## config.mk

```make
export PLATFORM = sky130hd
export DESIGN_NAME = m2v_ctrl
export DESIGN_NICKNAME = d
export VERILOG_FILES = /design/src/m2v_stage_pkg.sv /design/src/m2v_cmd_pkg.sv /design/src/m2v_ctrl.sv /design/src/m2v_side_info.sv /design/src/m2v_mb_addr.sv /design/src/m2v_host_regs.sv /design/src/m2v_cmd_decode.sv
export VERILOG_INCLUDE_DIRS = /design/src
export SDC_FILE = /design/constraint.sdc
export NUM_CORES = 1
export LEC_CHECK = 0
export BUFFER_PORTS_ARGS = -buffer_cell sky130_fd_sc_hd__clkbuf_2
export CAP_MARGIN = 30
export CELL_PAD_IN_SITES_DETAIL_PLACEMENT = 0
export CELL_PAD_IN_SITES_GLOBAL_PLACEMENT = 1
export CORE_ASPECT_RATIO = 0.5
export CORE_MARGIN = 8
export CORE_UTILIZATION = 43
export CTS_BUF_LIST = sky130_fd_sc_hd__clkbuf_2
export DETAILED_ROUTE_END_ITERATION = 6
export GPL_ROUTABILITY_DRIVEN = 1
export GPL_TIMING_DRIVEN = 0
export PLACE_DENSITY_LB_ADDON = 0.25
export SLEW_MARGIN = 20
export SYNTH_ARGS = -nofsm -noshare
export SYNTH_HDL_FRONTEND = slang
export SYNTH_SLANG_ARGS = --single-unit
```

## constraint.sdc

```tcl
create_clock -name clk -period 2.8 [get_ports clk]
set_clock_uncertainty 0.2 [all_clocks]
set_input_delay 0.28 -clock clk [delete_from_list [all_inputs] [get_ports clk]]
set_output_delay 0.28 -clock clk [all_outputs]
set_load 0.05 [all_outputs]
```

## src/m2v_cfg.svh

```systemverilog
// MPEG-2 decode controller configuration
// Field widths and reset values shared by the packages and RTL

`ifndef M2V_CFG_SVH
`define M2V_CFG_SVH

//------------------------------------------------------------
// Macroblock position
//------------------------------------------------------------
`define M2V_MBX_WIDTH 6
`define M2V_MBY_WIDTH 5

//------------------------------------------------------------
// Command port
//------------------------------------------------------------
`define M2V_CMD_DATA_WIDTH 16
`define M2V_CMD_SEL_WIDTH 9

//------------------------------------------------------------
// Stage and host values
//------------------------------------------------------------
`define M2V_QS_WIDTH 5
`define M2V_PIC_COUNT_WIDTH 8
`define M2V_HOST_DATA_WIDTH 32
`define M2V_SOFTRESET_INIT 1

`endif
```

## src/m2v_stage_pkg.sv

```systemverilog
// MPEG-2 decode controller stage types
// Values handed to the decode stages and the host status word layout

`include "m2v_cfg.svh"

package m2v_stage_pkg;

	// Macroblock column and row
	typedef logic [`M2V_MBX_WIDTH-1:0] mb_x_t;
	typedef logic [`M2V_MBY_WIDTH-1:0] mb_y_t;

	typedef logic [`M2V_QS_WIDTH-1:0] qscode_t;
	typedef logic [`M2V_PIC_COUNT_WIDTH-1:0] pic_count_t;
	typedef logic [`M2V_HOST_DATA_WIDTH-1:0] host_word_t;

	//------------------------------------------------------------
	// Status word
	//------------------------------------------------------------
	localparam int ST_PIC_MSB = 31;
	localparam int ST_PIC_LSB = 24;
	localparam int ST_IRQ_SEQ = 3;
	localparam int ST_IRQ_PIC = 4;
	localparam int ST_PAUSE   = 5;
	localparam int ST_ERROR   = 6;

endpackage

```

## src/m2v_cmd_pkg.sv

```systemverilog
// MPEG-2 decode controller command encodings
// Selector layout, I/O addresses and the data bit positions of each command

`include "m2v_cfg.svh"

package m2v_cmd_pkg;

	typedef logic [`M2V_CMD_DATA_WIDTH-1:0] cmd_data_t;

	// Low nibble is the I/O address, bit 8 marks side information
	typedef logic [`M2V_CMD_SEL_WIDTH-1:0] cmd_sel_t;

	typedef enum logic [3:0] {
		IO_CONTROL   = 4'd1,
		IO_VIDEOINFO = 4'd2,
		IO_MAX_MBXY  = 4'd3,
		IO_QMATRIX   = 4'd4,
		IO_SLICEVERT = 4'd5,
		IO_QSCODE    = 4'd6,
		IO_MB_ADDR   = 4'd7
	} io_addr_e;

	//------------------------------------------------------------
	// Selector fields
	//------------------------------------------------------------
	localparam int SEL_SIDE     = 8;
	localparam int SEL_FLAG_LSB = 4;

	// Side strobe order, bits 4..7 of the selector
	localparam int SS_PICT = 0;
	localparam int SS_MVH  = 1;
	localparam int SS_MVV  = 2;
	localparam int SS_BLKV = 3;

	//------------------------------------------------------------
	// Data bits, also used by the host status write
	//------------------------------------------------------------
	localparam int CN_BLK_START = 0;
	localparam int CN_BLK_END   = 2;
	localparam int CN_IRQ_SEQ   = 3;
	localparam int CN_IRQ_PIC   = 4;
	localparam int CN_PAUSE     = 5;
	localparam int CN_ERROR     = 6;
	localparam int CN_SOFTRESET = 7;

	localparam int VI_WIDTH  = 13;
	localparam int VI_HEIGHT = 14;
	localparam int VI_FRATE  = 15;

	localparam int QM_INTRA  = 8;
	localparam int QM_CUSTOM = 9;

	localparam int QC_SLICE = 5;
	localparam int QC_COPY  = 6;

endpackage

```

## src/m2v_ctrl.sv

```systemverilog
// MPEG-2 video decode controller
// Sequencer command port and host register port driving the decode stages

`include "m2v_cfg.svh"

module m2v_ctrl (
	input  logic                            clk,
	input  logic                            reset_n,

	// Command port
	input  logic                            cmd_valid,
	input  logic [`M2V_CMD_SEL_WIDTH-1:0]   cmd_sel,
	input  logic [`M2V_CMD_DATA_WIDTH-1:0]  cmd_data,
	output logic                            cmd_ready,

	// Host port
	input  logic                            control_address,
	input  logic                            control_read,
	input  logic                            control_write,
	input  m2v_stage_pkg::host_word_t       control_writedata,
	output m2v_stage_pkg::host_word_t       control_readdata,
	output logic                            control_readdatavalid,
	output logic                            irq,

	// Side stage
	output logic [`M2V_CMD_DATA_WIDTH-1:0]  s0_data,
	output logic                            pict_valid,
	output logic                            mvec_h_valid,
	output logic                            mvec_v_valid,
	output logic                            s0_valid,
	output m2v_stage_pkg::mb_x_t            s0_mb_x,
	output m2v_stage_pkg::mb_y_t            s0_mb_y,
	output m2v_stage_pkg::qscode_t          s0_mb_qscode,

	// Inverse quantiser
	output logic                            qm_valid,
	output logic                            qm_custom,
	output logic                            qm_intra,
	output logic [7:0]                      qm_value,

	// All stages
	output logic                            softreset,
	output logic                            pre_block_start,
	output logic                            block_start,
	output logic                            block_end,
	output logic                            picture_complete
);

	// io_strobe bit n is I/O address n+1
	logic [6:0]                     io_strobe;
	logic [3:0]                     side_strobe;
	logic [`M2V_CMD_DATA_WIDTH-1:0] cmd_data_q;
	logic                           mb_busy;

	m2v_cmd_decode u_decode (
		.clk         (clk),
		.reset_n     (reset_n),
		.cmd_valid   (cmd_valid),
		.cmd_sel     (cmd_sel),
		.cmd_data    (cmd_data),
		.mb_busy     (mb_busy),
		.cmd_ready   (cmd_ready),
		.io_strobe   (io_strobe),
		.side_strobe (side_strobe),
		.cmd_data_q  (cmd_data_q)
	);

	m2v_host_regs u_host (
		.clk                   (clk),
		.reset_n               (reset_n),
		.control_address       (control_address),
		.control_read          (control_read),
		.control_write         (control_write),
		.control_writedata     (control_writedata),
		.ctrl_en               (io_strobe[0]),
		.video_en              (io_strobe[1]),
		.cmd_data_q            (cmd_data_q),
		.control_readdata      (control_readdata),
		.control_readdatavalid (control_readdatavalid),
		.irq                   (irq),
		.softreset             (softreset),
		.pre_block_start       (pre_block_start),
		.block_start           (block_start),
		.block_end             (block_end),
		.picture_complete      (picture_complete)
	);

	m2v_mb_addr u_mb_addr (
		.clk        (clk),
		.reset_n    (reset_n),
		.max_en     (io_strobe[2]),
		.slice_en   (io_strobe[4]),
		.inc_en     (io_strobe[6]),
		.cmd_data_q (cmd_data_q),
		.s0_mb_x    (s0_mb_x),
		.s0_mb_y    (s0_mb_y),
		.mb_busy    (mb_busy)
	);

	m2v_side_info u_side (
		.clk          (clk),
		.reset_n      (reset_n),
		.qs_en        (io_strobe[5]),
		.qm_en        (io_strobe[3]),
		.side_strobe  (side_strobe),
		.cmd_data_q   (cmd_data_q),
		.s0_data      (s0_data),
		.pict_valid   (pict_valid),
		.mvec_h_valid (mvec_h_valid),
		.mvec_v_valid (mvec_v_valid),
		.s0_valid     (s0_valid),
		.s0_mb_qscode (s0_mb_qscode),
		.qm_valid     (qm_valid),
		.qm_intra     (qm_intra),
		.qm_custom    (qm_custom),
		.qm_value     (qm_value)
	);

endmodule

```

## src/m2v_side_info.sv

```systemverilog
// Side information and quantiser outputs
// Scale codes, quant-matrix load strobes and side-stage strobes with payload

`include "m2v_cfg.svh"

module m2v_side_info (
	input  logic                   clk,
	input  logic                   reset_n,
	input  logic                   qs_en,
	input  logic                   qm_en,
	input  logic [3:0]             side_strobe,
	input  m2v_cmd_pkg::cmd_data_t cmd_data_q,
	output m2v_cmd_pkg::cmd_data_t s0_data,
	output logic                   pict_valid,
	output logic                   mvec_h_valid,
	output logic                   mvec_v_valid,
	output logic                   s0_valid,
	output m2v_stage_pkg::qscode_t s0_mb_qscode,
	output logic                   qm_valid,
	output logic                   qm_intra,
	output logic                   qm_custom,
	output logic [7:0]             qm_value
);

	m2v_stage_pkg::qscode_t sl_qscode;

	always_ff @(posedge clk or negedge reset_n) begin
		if (!reset_n) begin
			pict_valid   <= 1'b0;
			mvec_h_valid <= 1'b0;
			mvec_v_valid <= 1'b0;
			s0_valid     <= 1'b0;
			qm_valid     <= 1'b0;
			sl_qscode    <= '0;
			s0_mb_qscode <= '0;
		end else begin
			pict_valid   <= side_strobe[m2v_cmd_pkg::SS_PICT];
			mvec_h_valid <= side_strobe[m2v_cmd_pkg::SS_MVH];
			mvec_v_valid <= side_strobe[m2v_cmd_pkg::SS_MVV];
			s0_valid     <= side_strobe[m2v_cmd_pkg::SS_BLKV];
			qm_valid     <= qm_en;
			if (qs_en) begin
				if (cmd_data_q[m2v_cmd_pkg::QC_SLICE])
					sl_qscode <= cmd_data_q[`M2V_QS_WIDTH-1:0];
				// Copy takes the slice code from before this command
				if (cmd_data_q[m2v_cmd_pkg::QC_COPY])
					s0_mb_qscode <= sl_qscode;
				else if (!cmd_data_q[m2v_cmd_pkg::QC_SLICE])
					s0_mb_qscode <= cmd_data_q[`M2V_QS_WIDTH-1:0];
			end
		end
	end

	// Payload lines up with its strobe
	always_ff @(posedge clk) begin
		if (|side_strobe)
			s0_data <= cmd_data_q;
		if (qm_en) begin
			qm_intra  <= cmd_data_q[m2v_cmd_pkg::QM_INTRA];
			qm_custom <= cmd_data_q[m2v_cmd_pkg::QM_CUSTOM];
			qm_value  <= cmd_data_q[7:0];
		end
	end

endmodule

```

## src/m2v_mb_addr.sv

```systemverilog
// Macroblock address tracker
// Adds increments to the column and wraps onto following rows, one row per
// cycle, holding off further commands while it does so

`include "m2v_cfg.svh"

module m2v_mb_addr (
	input  logic                   clk,
	input  logic                   reset_n,
	input  logic                   max_en,
	input  logic                   slice_en,
	input  logic                   inc_en,
	input  m2v_cmd_pkg::cmd_data_t cmd_data_q,
	output m2v_stage_pkg::mb_x_t   s0_mb_x,
	output m2v_stage_pkg::mb_y_t   s0_mb_y,
	output logic                   mb_busy
);

	localparam int XW = `M2V_MBX_WIDTH;
	localparam int YW = `M2V_MBY_WIDTH;

	// Spare top bit holds the column before it wraps
	logic [XW:0]          col;
	logic [XW:0]          row_len;
	logic                 over;
	m2v_stage_pkg::mb_x_t max_x;
	m2v_stage_pkg::mb_y_t row;

	assign row_len = {1'b0, max_x} + 1'b1;
	assign over    = col > {1'b0, max_x};

	// Busy from the increment itself until the column is back in range
	assign mb_busy = inc_en | over;

	always_ff @(posedge clk or negedge reset_n) begin
		if (!reset_n) begin
			max_x <= '0;
			col   <= '0;
			row   <= '0;
		end else begin
			if (max_en)
				max_x <= cmd_data_q[XW-1:0];
			if (slice_en) begin
				// Parked at the row end so the first step lands on the next row
				col <= {1'b0, max_x};
				row <= cmd_data_q[YW-1:0];
			end else if (inc_en) begin
				col <= col + {1'b0, cmd_data_q[XW-1:0]};
			end else if (over) begin
				col <= col - row_len;
				row <= row + 1'b1;
			end
		end
	end

	assign s0_mb_x = col[XW-1:0];
	assign s0_mb_y = row;

endmodule

```

## src/m2v_host_regs.sv

```systemverilog
// Host control and status registers
// Interrupt flags, soft reset, picture counter, video info and block pulses,
// with readback over the two-word control port

`include "m2v_cfg.svh"

module m2v_host_regs (
	input  logic                      clk,
	input  logic                      reset_n,
	input  logic                      control_address,
	input  logic                      control_read,
	input  logic                      control_write,
	input  m2v_stage_pkg::host_word_t control_writedata,
	input  logic                      ctrl_en,
	input  logic                      video_en,
	input  m2v_cmd_pkg::cmd_data_t    cmd_data_q,
	output m2v_stage_pkg::host_word_t control_readdata,
	output logic                      control_readdatavalid,
	output logic                      irq,
	output logic                      softreset,
	output logic                      pre_block_start,
	output logic                      block_start,
	output logic                      block_end,
	output logic                      picture_complete
);

	logic                      addr_q;
	logic                      status_wr;
	logic                      pic_cmd;
	logic                      irq_seq;
	logic                      irq_pic;
	logic                      pause;
	logic                      error;
	m2v_stage_pkg::pic_count_t pictures;
	logic [9:0]                video_wd;
	logic [9:0]                video_ht;
	logic [3:0]                frate;
	m2v_stage_pkg::host_word_t status_word;
	m2v_stage_pkg::host_word_t video_word;

	assign status_wr = control_write & ~control_address;
	assign pic_cmd   = ctrl_en & cmd_data_q[m2v_cmd_pkg::CN_IRQ_PIC];

	//------------------------------------------------------------
	// Host readback, one cycle after the read
	//------------------------------------------------------------
	always_ff @(posedge clk or negedge reset_n) begin
		if (!reset_n) begin
			addr_q                <= 1'b0;
			control_readdatavalid <= 1'b0;
		end else begin
			addr_q                <= control_address;
			control_readdatavalid <= control_read;
		end
	end

	always_comb begin
		status_word = '0;
		status_word[m2v_stage_pkg::ST_PIC_MSB:m2v_stage_pkg::ST_PIC_LSB] = pictures;
		status_word[m2v_stage_pkg::ST_IRQ_SEQ] = irq_seq;
		status_word[m2v_stage_pkg::ST_IRQ_PIC] = irq_pic;
		status_word[m2v_stage_pkg::ST_PAUSE]   = pause;
		status_word[m2v_stage_pkg::ST_ERROR]   = error;
	end

	assign video_word       = {frate, 2'b00, video_ht, 6'd0, video_wd};
	assign control_readdata = addr_q ? video_word : status_word;

	//------------------------------------------------------------
	// Flags; a host write clears, a command sets
	//------------------------------------------------------------
	always_ff @(posedge clk or negedge reset_n) begin
		if (!reset_n) begin
			irq_seq <= 1'b0;
			irq_pic <= 1'b0;
			pause   <= 1'b0;
			error   <= 1'b0;
		end else begin
			if (status_wr && control_writedata[m2v_cmd_pkg::CN_IRQ_SEQ])
				irq_seq <= 1'b0;
			else if (ctrl_en && cmd_data_q[m2v_cmd_pkg::CN_IRQ_SEQ])
				irq_seq <= 1'b1;
			if (status_wr && control_writedata[m2v_cmd_pkg::CN_IRQ_PIC])
				irq_pic <= 1'b0;
			else if (pic_cmd)
				irq_pic <= 1'b1;
			// Picture end also pauses the stages
			if (status_wr && control_writedata[m2v_cmd_pkg::CN_PAUSE])
				pause <= 1'b0;
			else if (pic_cmd)
				pause <= 1'b1;
			if (status_wr && control_writedata[m2v_cmd_pkg::CN_ERROR])
				error <= 1'b0;
			else if (ctrl_en && cmd_data_q[m2v_cmd_pkg::CN_ERROR])
				error <= 1'b1;
		end
	end

	assign irq = irq_seq | irq_pic;

	//------------------------------------------------------------
	// Soft reset, picture counter and stage pulses
	//------------------------------------------------------------
	always_ff @(posedge clk or negedge reset_n) begin
		if (!reset_n) begin
			softreset        <= 1'(`M2V_SOFTRESET_INIT);
			pictures         <= '0;
			pre_block_start  <= 1'b0;
			block_start      <= 1'b0;
			block_end        <= 1'b0;
			picture_complete <= 1'b0;
		end else begin
			if (status_wr)
				softreset <= control_writedata[m2v_cmd_pkg::CN_SOFTRESET];
			if (softreset)
				pictures <= '0;
			else if (pic_cmd)
				pictures <= pictures + 1'b1;
			pre_block_start  <= ctrl_en & cmd_data_q[m2v_cmd_pkg::CN_BLK_START];
			block_start      <= pre_block_start;
			block_end        <= ctrl_en & cmd_data_q[m2v_cmd_pkg::CN_BLK_END];
			picture_complete <= pic_cmd;
		end
	end

	// Video basic info, each field under its own flag
	always_ff @(posedge clk or negedge reset_n) begin
		if (!reset_n) begin
			video_wd <= '0;
			video_ht <= '0;
			frate    <= '0;
		end else if (video_en) begin
			if (cmd_data_q[m2v_cmd_pkg::VI_WIDTH])
				video_wd <= cmd_data_q[9:0];
			if (cmd_data_q[m2v_cmd_pkg::VI_HEIGHT])
				video_ht <= cmd_data_q[9:0];
			if (cmd_data_q[m2v_cmd_pkg::VI_FRATE])
				frate <= cmd_data_q[3:0];
		end
	end

endmodule

```

## src/m2v_cmd_decode.sv

```systemverilog
// Command port decoder
// Accepts sequencer commands and turns each one into a one-cycle strobe

module m2v_cmd_decode (
	input  logic                   clk,
	input  logic                   reset_n,
	input  logic                   cmd_valid,
	input  m2v_cmd_pkg::cmd_sel_t  cmd_sel,
	input  m2v_cmd_pkg::cmd_data_t cmd_data,
	input  logic                   mb_busy,
	output logic                   cmd_ready,
	output logic [6:0]             io_strobe,
	output logic [3:0]             side_strobe,
	output m2v_cmd_pkg::cmd_data_t cmd_data_q
);

	logic       xfer;
	logic [6:0] io_dec;
	logic [3:0] side_dec;

	// Only the macroblock wrap stalls the sequencer
	assign cmd_ready = ~mb_busy;
	assign xfer      = cmd_valid & cmd_ready;

	// Strobe bit n belongs to I/O address n+1
	always_comb begin
		io_dec   = '0;
		side_dec = '0;
		if (cmd_sel[m2v_cmd_pkg::SEL_SIDE]) begin
			side_dec = cmd_sel[m2v_cmd_pkg::SEL_FLAG_LSB +: 4];
		end else begin
			case (m2v_cmd_pkg::io_addr_e'(cmd_sel[3:0]))
				m2v_cmd_pkg::IO_CONTROL:   io_dec[0] = 1'b1;
				m2v_cmd_pkg::IO_VIDEOINFO: io_dec[1] = 1'b1;
				m2v_cmd_pkg::IO_MAX_MBXY:  io_dec[2] = 1'b1;
				m2v_cmd_pkg::IO_QMATRIX:   io_dec[3] = 1'b1;
				m2v_cmd_pkg::IO_SLICEVERT: io_dec[4] = 1'b1;
				m2v_cmd_pkg::IO_QSCODE:    io_dec[5] = 1'b1;
				m2v_cmd_pkg::IO_MB_ADDR:   io_dec[6] = 1'b1;
				default: ;
			endcase
		end
	end

	always_ff @(posedge clk or negedge reset_n) begin
		if (!reset_n) begin
			io_strobe   <= '0;
			side_strobe <= '0;
		end else begin
			io_strobe   <= xfer ? io_dec : '0;
			side_strobe <= xfer ? side_dec : '0;
		end
	end

	// Data word held until the next transfer
	always_ff @(posedge clk) begin
		if (xfer)
			cmd_data_q <= cmd_data;
	end

endmodule

```

==> results.cfg, run 1 <==
[status]
status = finished with violations
violations = negative setup slack

[synthesis]
yosys_most_used_dff = dfrtp_1
synth_area_sq_um = 5580
yosysSeqAreaShare_pct = 61.7
avgSynthCellArea_sq_um = 13.1
ys.warnings.count = 0
synth_mux_area_share_pct = 8.82
ys_ff_latch = 129
synth_top_family_by_area = simple AND/OR/NAND/NOR gates
synth-compound-area-share_pct = 8.75
yosys.cell_types.count = 56
synth_cells = 427
async_flop_share_pct = 67.4
yosys.area_share.adder_pct = 4.08
synth_xor_area_share_pct = 2.51
synthSimpleGateAreaFrac_pct = 10.6
synth_edf_count = 42

[floorplanning]
ioPinCount = 150
start_util_pct = 44.0
die_x_um = 177
dieArea_sq_um = 17100
rows = 29
die_h_um = 96.5
core_area_sq_um = 12700

[global_route]
grt_pass1_wl_um = 21900
grt.met2_usage_pct = 28.0
busiest_layer = met2
grt_pass1_vias = 4065
gr-total-overflow = 0
grt_max_degree = 88
grt_usage_pct = 16.7
grt.met3_usage_pct = 4.34
antenna_found_initial = 0
use_met1_pct = 21.3

[finish]
n_fill_cell = 1061
nets = 700
fin_cells = 804
area_delta_synth_final_pct = 30.7
drive_above_1_share_pct = 38.2
design_area_sq_um = 7290

[clock_network]
path_clk_slew_ns = 0.20
tritoncts = yes
clock-sinks = 129
cts_root_buffer = clkbuf_2
cts_inserted_buffers = 17
h-tree-depth = 4
clkLatencyLatePin_ns = 0.65
clockBufferDepth = 2

[sta]
hold_viol_final = 0
worstMarginPinSlew_ns = 0.705
setup-violations-final = 1
worst_slack_ns = -0.0416
rsz0062_at_grt = yes
period_share_pct = 101
min_period_ns = 2.84
fmax_mhz = 352
hold_ws_ns = 0.0192
drv_slew = 0
slew_headroom_pct = 53.0

[worst_setup_path]
endpoint_kind = output pin
reg2reg_depth = 7
worst_setup_path_start_kind = register
worstReg2RegStart = u_decode.cmd_data_q[0]
path_max_fanout = 5
r2r_end = u_mb_addr.col[4]
crit_type = register to output pin
setup.worst_path.start = u_mb_addr.col[4]
cp.arrival_ns = 2.36
rrSetupSlack_ns = 0.09
crit_required_ns = 2.32

[hold_path]
hold_class = primary input to async pin

[power_and_ir_drop]
powerDensity_nw_per_um2 = 913
clkPwrFrac_pct = 19.5
internal_power_w = 0.00404
p_switching_w = 0.00262
p_comb_share_pct = 42.2
p_leak_nw = 3.42
p_sw_share_pct = 39.4
peakVddDrop_uv = 535
seq_power_share_pct = 38.2

[placement]
globalplace.congestion = 0.829
dp.cells = 718
placed_area_sq_um = 6400
place_hpwl_um = 9470
io_buffer_count = 116

[drt]
vias = 3991
firstDrtPassIters = 4
avgViaCountPerCell = 4.96
wl_per_cell_um = 17.3
routed_wl_um = 13900
ant_nets = 0
remaining_drc_errors = 0
drtIter0Drc = 296

[job]
cap_violations = 0
==> kinds of logic after synthesis <==
| family | Yosys count |
|---|---|
| muxes | 44 |
| AOI/OAI and AO/OA | 74 |
| buffers and inverters | 37 |
| adders and majority gates | 17 |
| other | 1 |
| and+or+nand+nor | 109 |
| xor gates and xnor gates | 16 |
| DFF | 129 |
==> critical path, stage by stage (launching register included) <==
cell	delay [ns]
dfrtp_2	0.47
ha_4	0.27
a21o_1	0.19
a211oi_4	0.30
a21oi_4	0.10
nor2_2	0.15
buf_6	0.13
buf_8	0.14
==> layer usage <==
layer	vias to the layer above	wire (um)
met3	16	655
met2	96	6840
met1	1981	6280
met4	0	157
met5	-	0
li1	1898	-
==> registers in the layout, summed over array words and instances (netlist names), 4 cells and up <==
name                  count
u_decode.cmd_data_q      16
u_decode.io_strobe        7
u_decode.side_strobe      4
u_host.frate              4
u_host.pictures           8
u_host.video_ht          10
u_host.video_wd          10
u_mb_addr.col             7
u_mb_addr.max_x           6
u_mb_addr.s0_mb_y         5
u_side.qm_value           8
u_side.s0_data           16
u_side.s0_mb_qscode       5
u_side.sl_qscode          5
==> area by class of cell <==
class                      instances  area (sq um)  area share, %
timing repair buffer             170          1110           15.2
clock buffer                      19          95.1           1.30
tap                              170           213           2.92
sequential                       129          3440           47.3
antenna                            1          2.50         0.0343
multi-input combinational        266          2050           28.1
buffer                            23           143           1.96
clock inverter                    13           184           2.52
inverter                          13          48.8          0.669
==> Yosys cell counts (2+ instances only) <==
cell	n	area share, %
dfrtp_1	86	39
edfxtp_1	42	23
mux2_2	40	8.1
nand2_1	24	1.6
a21oi_1	23	2.1
nor2_1	23	1.5
and2_1	20	2.2
o21ai_0	17	1.5
ha_1	15	3.4
inv_1	13	0.87
buf_4	12	1.6
nor2b_1	9	1.0
xor2_1	9	1.4
a22oi_1	8	1.1
xnor2_1	7	1.1
clkbuf_1	6	0.40
and3_1	5	0.56
nand4_1	5	0.56
o21ai_1	5	0.45
nor3_1	4	0.36
a21o_1	3	0.40
buf_1	3	0.20
mux2i_1	3	0.54
nand2b_1	3	0.34
a211oi_1	2	0.27
a211oi_4	2	0.72
a221oi_1	2	0.31
a31oi_1	2	0.22
buf_2	2	0.18
fa_1	2	0.72
nand3b_1	2	0.27
nor2_2	2	0.22
nor3b_2	2	0.45
or3_1	2	0.22
==> worst max-delay path by stage <==
stage | slack (ns) | to
2_1_floorplan | 0.20 | u_decode.cmd_data_q[0]
3_3_place_gp | -0.12 | u_decode.cmd_data_q[6]
3_5_place_dp | -0.17 | u_decode.cmd_data_q[6]
4_1_cts | -0.09 | cmd_ready
5_1_grt | -0.21 | cmd_ready
6_report | -0.04 | cmd_ready
==> power groups by stage <==
stage / sequential (W) / combinational (W) / clock [W]
after floorplan: 0.00282 / 0.00162 / 0
after global placement: 0.00259 / 0.00240 / 0
after detailed placement: 0.00260 / 0.00244 / 0
after CTS: 0.00255 / 0.00278 / 0.00133
after global routing: 0.00259 / 0.00306 / 0.00142
final: 0.00255 / 0.00281 / 0.00130
==> timing repair <==
item,in CTS,in global routing
pin swaps,1,2
gates cloned,0,0
endpoints found under the setup margin,41,33
setup buffers,7,6
hold buffers,41,0
hold endpoints to repair,121,0
gates resized for setup,18,3
==> stage by stage <==
stage / power [W] / setup TNS (ns) / setup slack (ns) / utilization (%)
detailed placement: 0.00504 / -3.19 / -0.174 / 50.5
global route: 0.00707 / -0.211 / -0.206 / 57.5
finish: 0.00666 / -0.0416 / -0.0416 / 57.6
CTS: 0.00667 / -0.0917 / -0.0917 / 57.2
global placement: 0.00500 / -2.11 / -0.121 / 50.5
floorplan: 0.00444 / 0 / 0.202 / -
==> layout by cell type, fill, tap and decap left out, types with 5 or more instances in the layout <==
master and instances:
ha_1 10, nor2b_1 9, inv_1 12, clkbuf_2 133
a22oi_1 8, nand2_1 24, mux2_2 40, xor2_1 9
ha_4 5, clkbuf_1 5, xnor2_1 7, and3_1 5
a21oi_1 22, o21ai_1 5, and2_1 19, edfxtp_1 42
dfrtp_1 82, conb_1 6, buf_4 25, o21ai_0 17
nor2_1 23, dlygate4sd3_1 41, nand4_1 5
(Power assumes the default switching activity.)
==> run 2: changes to the inputs <==
CORE_ASPECT_RATIO = 0.6   (was 0.5)
CTS_BUF_LIST = sky130_fd_sc_hd__clkbuf_8   (was sky130_fd_sc_hd__clkbuf_2)
==> results.cfg, run 2 (same netlist as run 1, synthesis figures left out) <==
[floorplanning]
die_x_um = 163
dieArea_sq_um = 17000
die_h_um = 104
core_area_sq_um = 12800
ioPinCount = 150
rows = 32
start_util_pct = 43.7

[sta]
hold_viol_final = 0
period_share_pct = 95.1
fmax_mhz = 375
slew_headroom_pct = 39.7
setup-violations-final = 0
drv_slew = 0
hold_ws_ns = 0.0465
worstMarginPinSlew_ns = 0.905
worst_slack_ns = 0.136
min_period_ns = 2.66
rsz0062_at_grt = no

[finish]
drive_above_1_share_pct = 37.6
design_area_sq_um = 7310
final_cell_mix = clkbuf_2, dfrtp_1, edfxtp_1
nets = 689
area_delta_synth_final_pct = 31.1
reg_top3 = u_decode.cmd_data_q: 16 flops, u_side.s0_data: 16 flops
layout_commonest_cell = clkbuf_2
num_antenna_cells = 0

[job]
cap_violations = 0

[worst_setup_path]
worst_setup_path_start_kind = register
crit_buf_inv = 2
cp.arrival_ns = 2.18
rrSetupSlack_ns = 0.18
crit_family = compound AO/OA/AOI/OAI gates
crit_required_ns = 2.32
path_max_fanout = 10
setup.worst_path.start = u_mb_addr.col[4]
endpoint_kind = output pin
crit_type = register to output pin
cp_common_cell = buf_6
slowest_stage = dfrtp_1
path_cells = ha_4 -> a21o_1 -> a211oi_4 -> a21oi_2 -> nor2_2 -> buf_6 -> buf_6
cpPeakStageDelay_ns = 0.46
worstReg2RegStart = u_decode.cmd_data_q[0]

[clock_network]
clockBufferDepth = 2
h-tree-depth = 4
tritoncts = yes
cts_root_buffer = clkbuf_8
clkLatencyLatePin_ns = 0.43
clock-sinks = 129
path_clk_slew_ns = 0.07
cts_inserted_buffers = 17

[drt]
routed_wl_um = 14800
remaining_drc_errors = 0
firstDrtPassIters = 5
drtIter0Drc = 231
avgViaCountPerCell = 5.06
ant_nets = 0
wl_per_cell_um = 18.7
vias = 4010

[global_route]
antenna_found_initial = 0
grt_pass1_wl_um = 23100
grt_pass1_vias = 4168
grt_max_degree = 88
grt_usage_pct = 17.7
gr-total-overflow = 0

[power_and_ir_drop]
powerDensity_nw_per_um2 = 967
peakVddDrop_uv = 424
p_leak_nw = 3.41

[placement]
io_buffer_count = 116
placed_area_sq_um = 6400
globalplace.congestion = 0.839
pre_cts_slack_ns = -0.316
place_hpwl_um = 10400

[hold_path]
hold_class = primary input to register
min_from = cmd_sel[3]

[status]
status = complete, no violations
==> run 2: changes by cell type in the layout (fill, tap and decap cells not counted), moves of 2 or more <==
cell,before,now
dfrtp_1,82,85
inv_1,12,14
dfrtp_2,4,1
clkbuf_2,133,115
dlygate4sd3_1,41,33
clkbuf_8,1,18
buf_4,25,22
==> run 2: cell type report <==
cell class	count	area, sq um
Sequential cell	129	3440
Tap cell	170	213
Clock buffer	17	234
Fill cell	1097	5460
Buffer	23	143
Timing Repair Buffer	159	1000
Clock inverter	15	194
Inverter	13	48.8
Multi-Input combinational cell	266	2040
==> run 2: worst paths after layout <==
check / endpoint / depth (start not counted)
worst max register to register: u_mb_addr.col[4] / 7
worst max-delay path: cmd_ready / 7
min in group asynchronous: u_host.addr_q / 2
worst min register to register: u_side.mvec_h_valid / 0
max in group asynchronous: u_side.mvec_h_valid / 2
worst min-delay path: u_decode.io_strobe[4] / 4
==> run 2: tightest hold or removal path, stage by stage <==
cell      delay [ns]
clkbuf_2        0.08
nor2_1          0.07
nand4_2         0.14
nor3b_2         0.06
==> run 2: timing repair <==
action | CTS | global route
endpoints found under the setup margin | 21 | 11
hold buffers | 33 | 0
gates resized for setup | 7 | 9
buffers inserted | 1 | 9
gates cloned | 0 | 0
pin swaps | 1 | 1
endpoints found under the hold margin | 120 | 0
==> run 2: power breakdown <==
| part | internal (W) | leakage [nW] | total [W] | switching [W] |
|---|---|---|---|---|
| clock network | 0.000967 | 0.217 | 0.00172 | 0.000751 |
| registers | 0.00230 | 1.53 | 0.00257 | 0.000277 |
| logic | 0.00107 | 1.67 | 0.00278 | 0.00171 |
| total | 0.00433 | 3.41 | 0.00707 | 0.00274 |
==> run 2: layer usage <==
| layer | global-route usage, % | part of all wire [%] | vias to the layer above |
|---|---|---|---|
| met1 | 25.0 | 48 | 1963 |
| met4 | 4.04 | 0.98 | 0 |
| li1 | - | - | 1866 |
| met2 | 24.5 | 41 | 162 |
| met5 | 0 | 0 | - |
| met3 | 7.71 | 9.9 | 19 |
==> run 2: through the flow <==
step / cells / util (%) / TNS [ns] / total power [W]
after global placement: 718 / 50.0 / -4.62 / 0.00502
after detailed placement: 718 / 50.1 / -6.08 / 0.00509
after CTS: 784 / 56.5 / 0 / 0.00694
after global routing: 792 / 57.2 / 0 / 0.00746
after floorplan: 432 / - / 0 / 0.00444
final: 792 / 57.2 / 0 / 0.00707
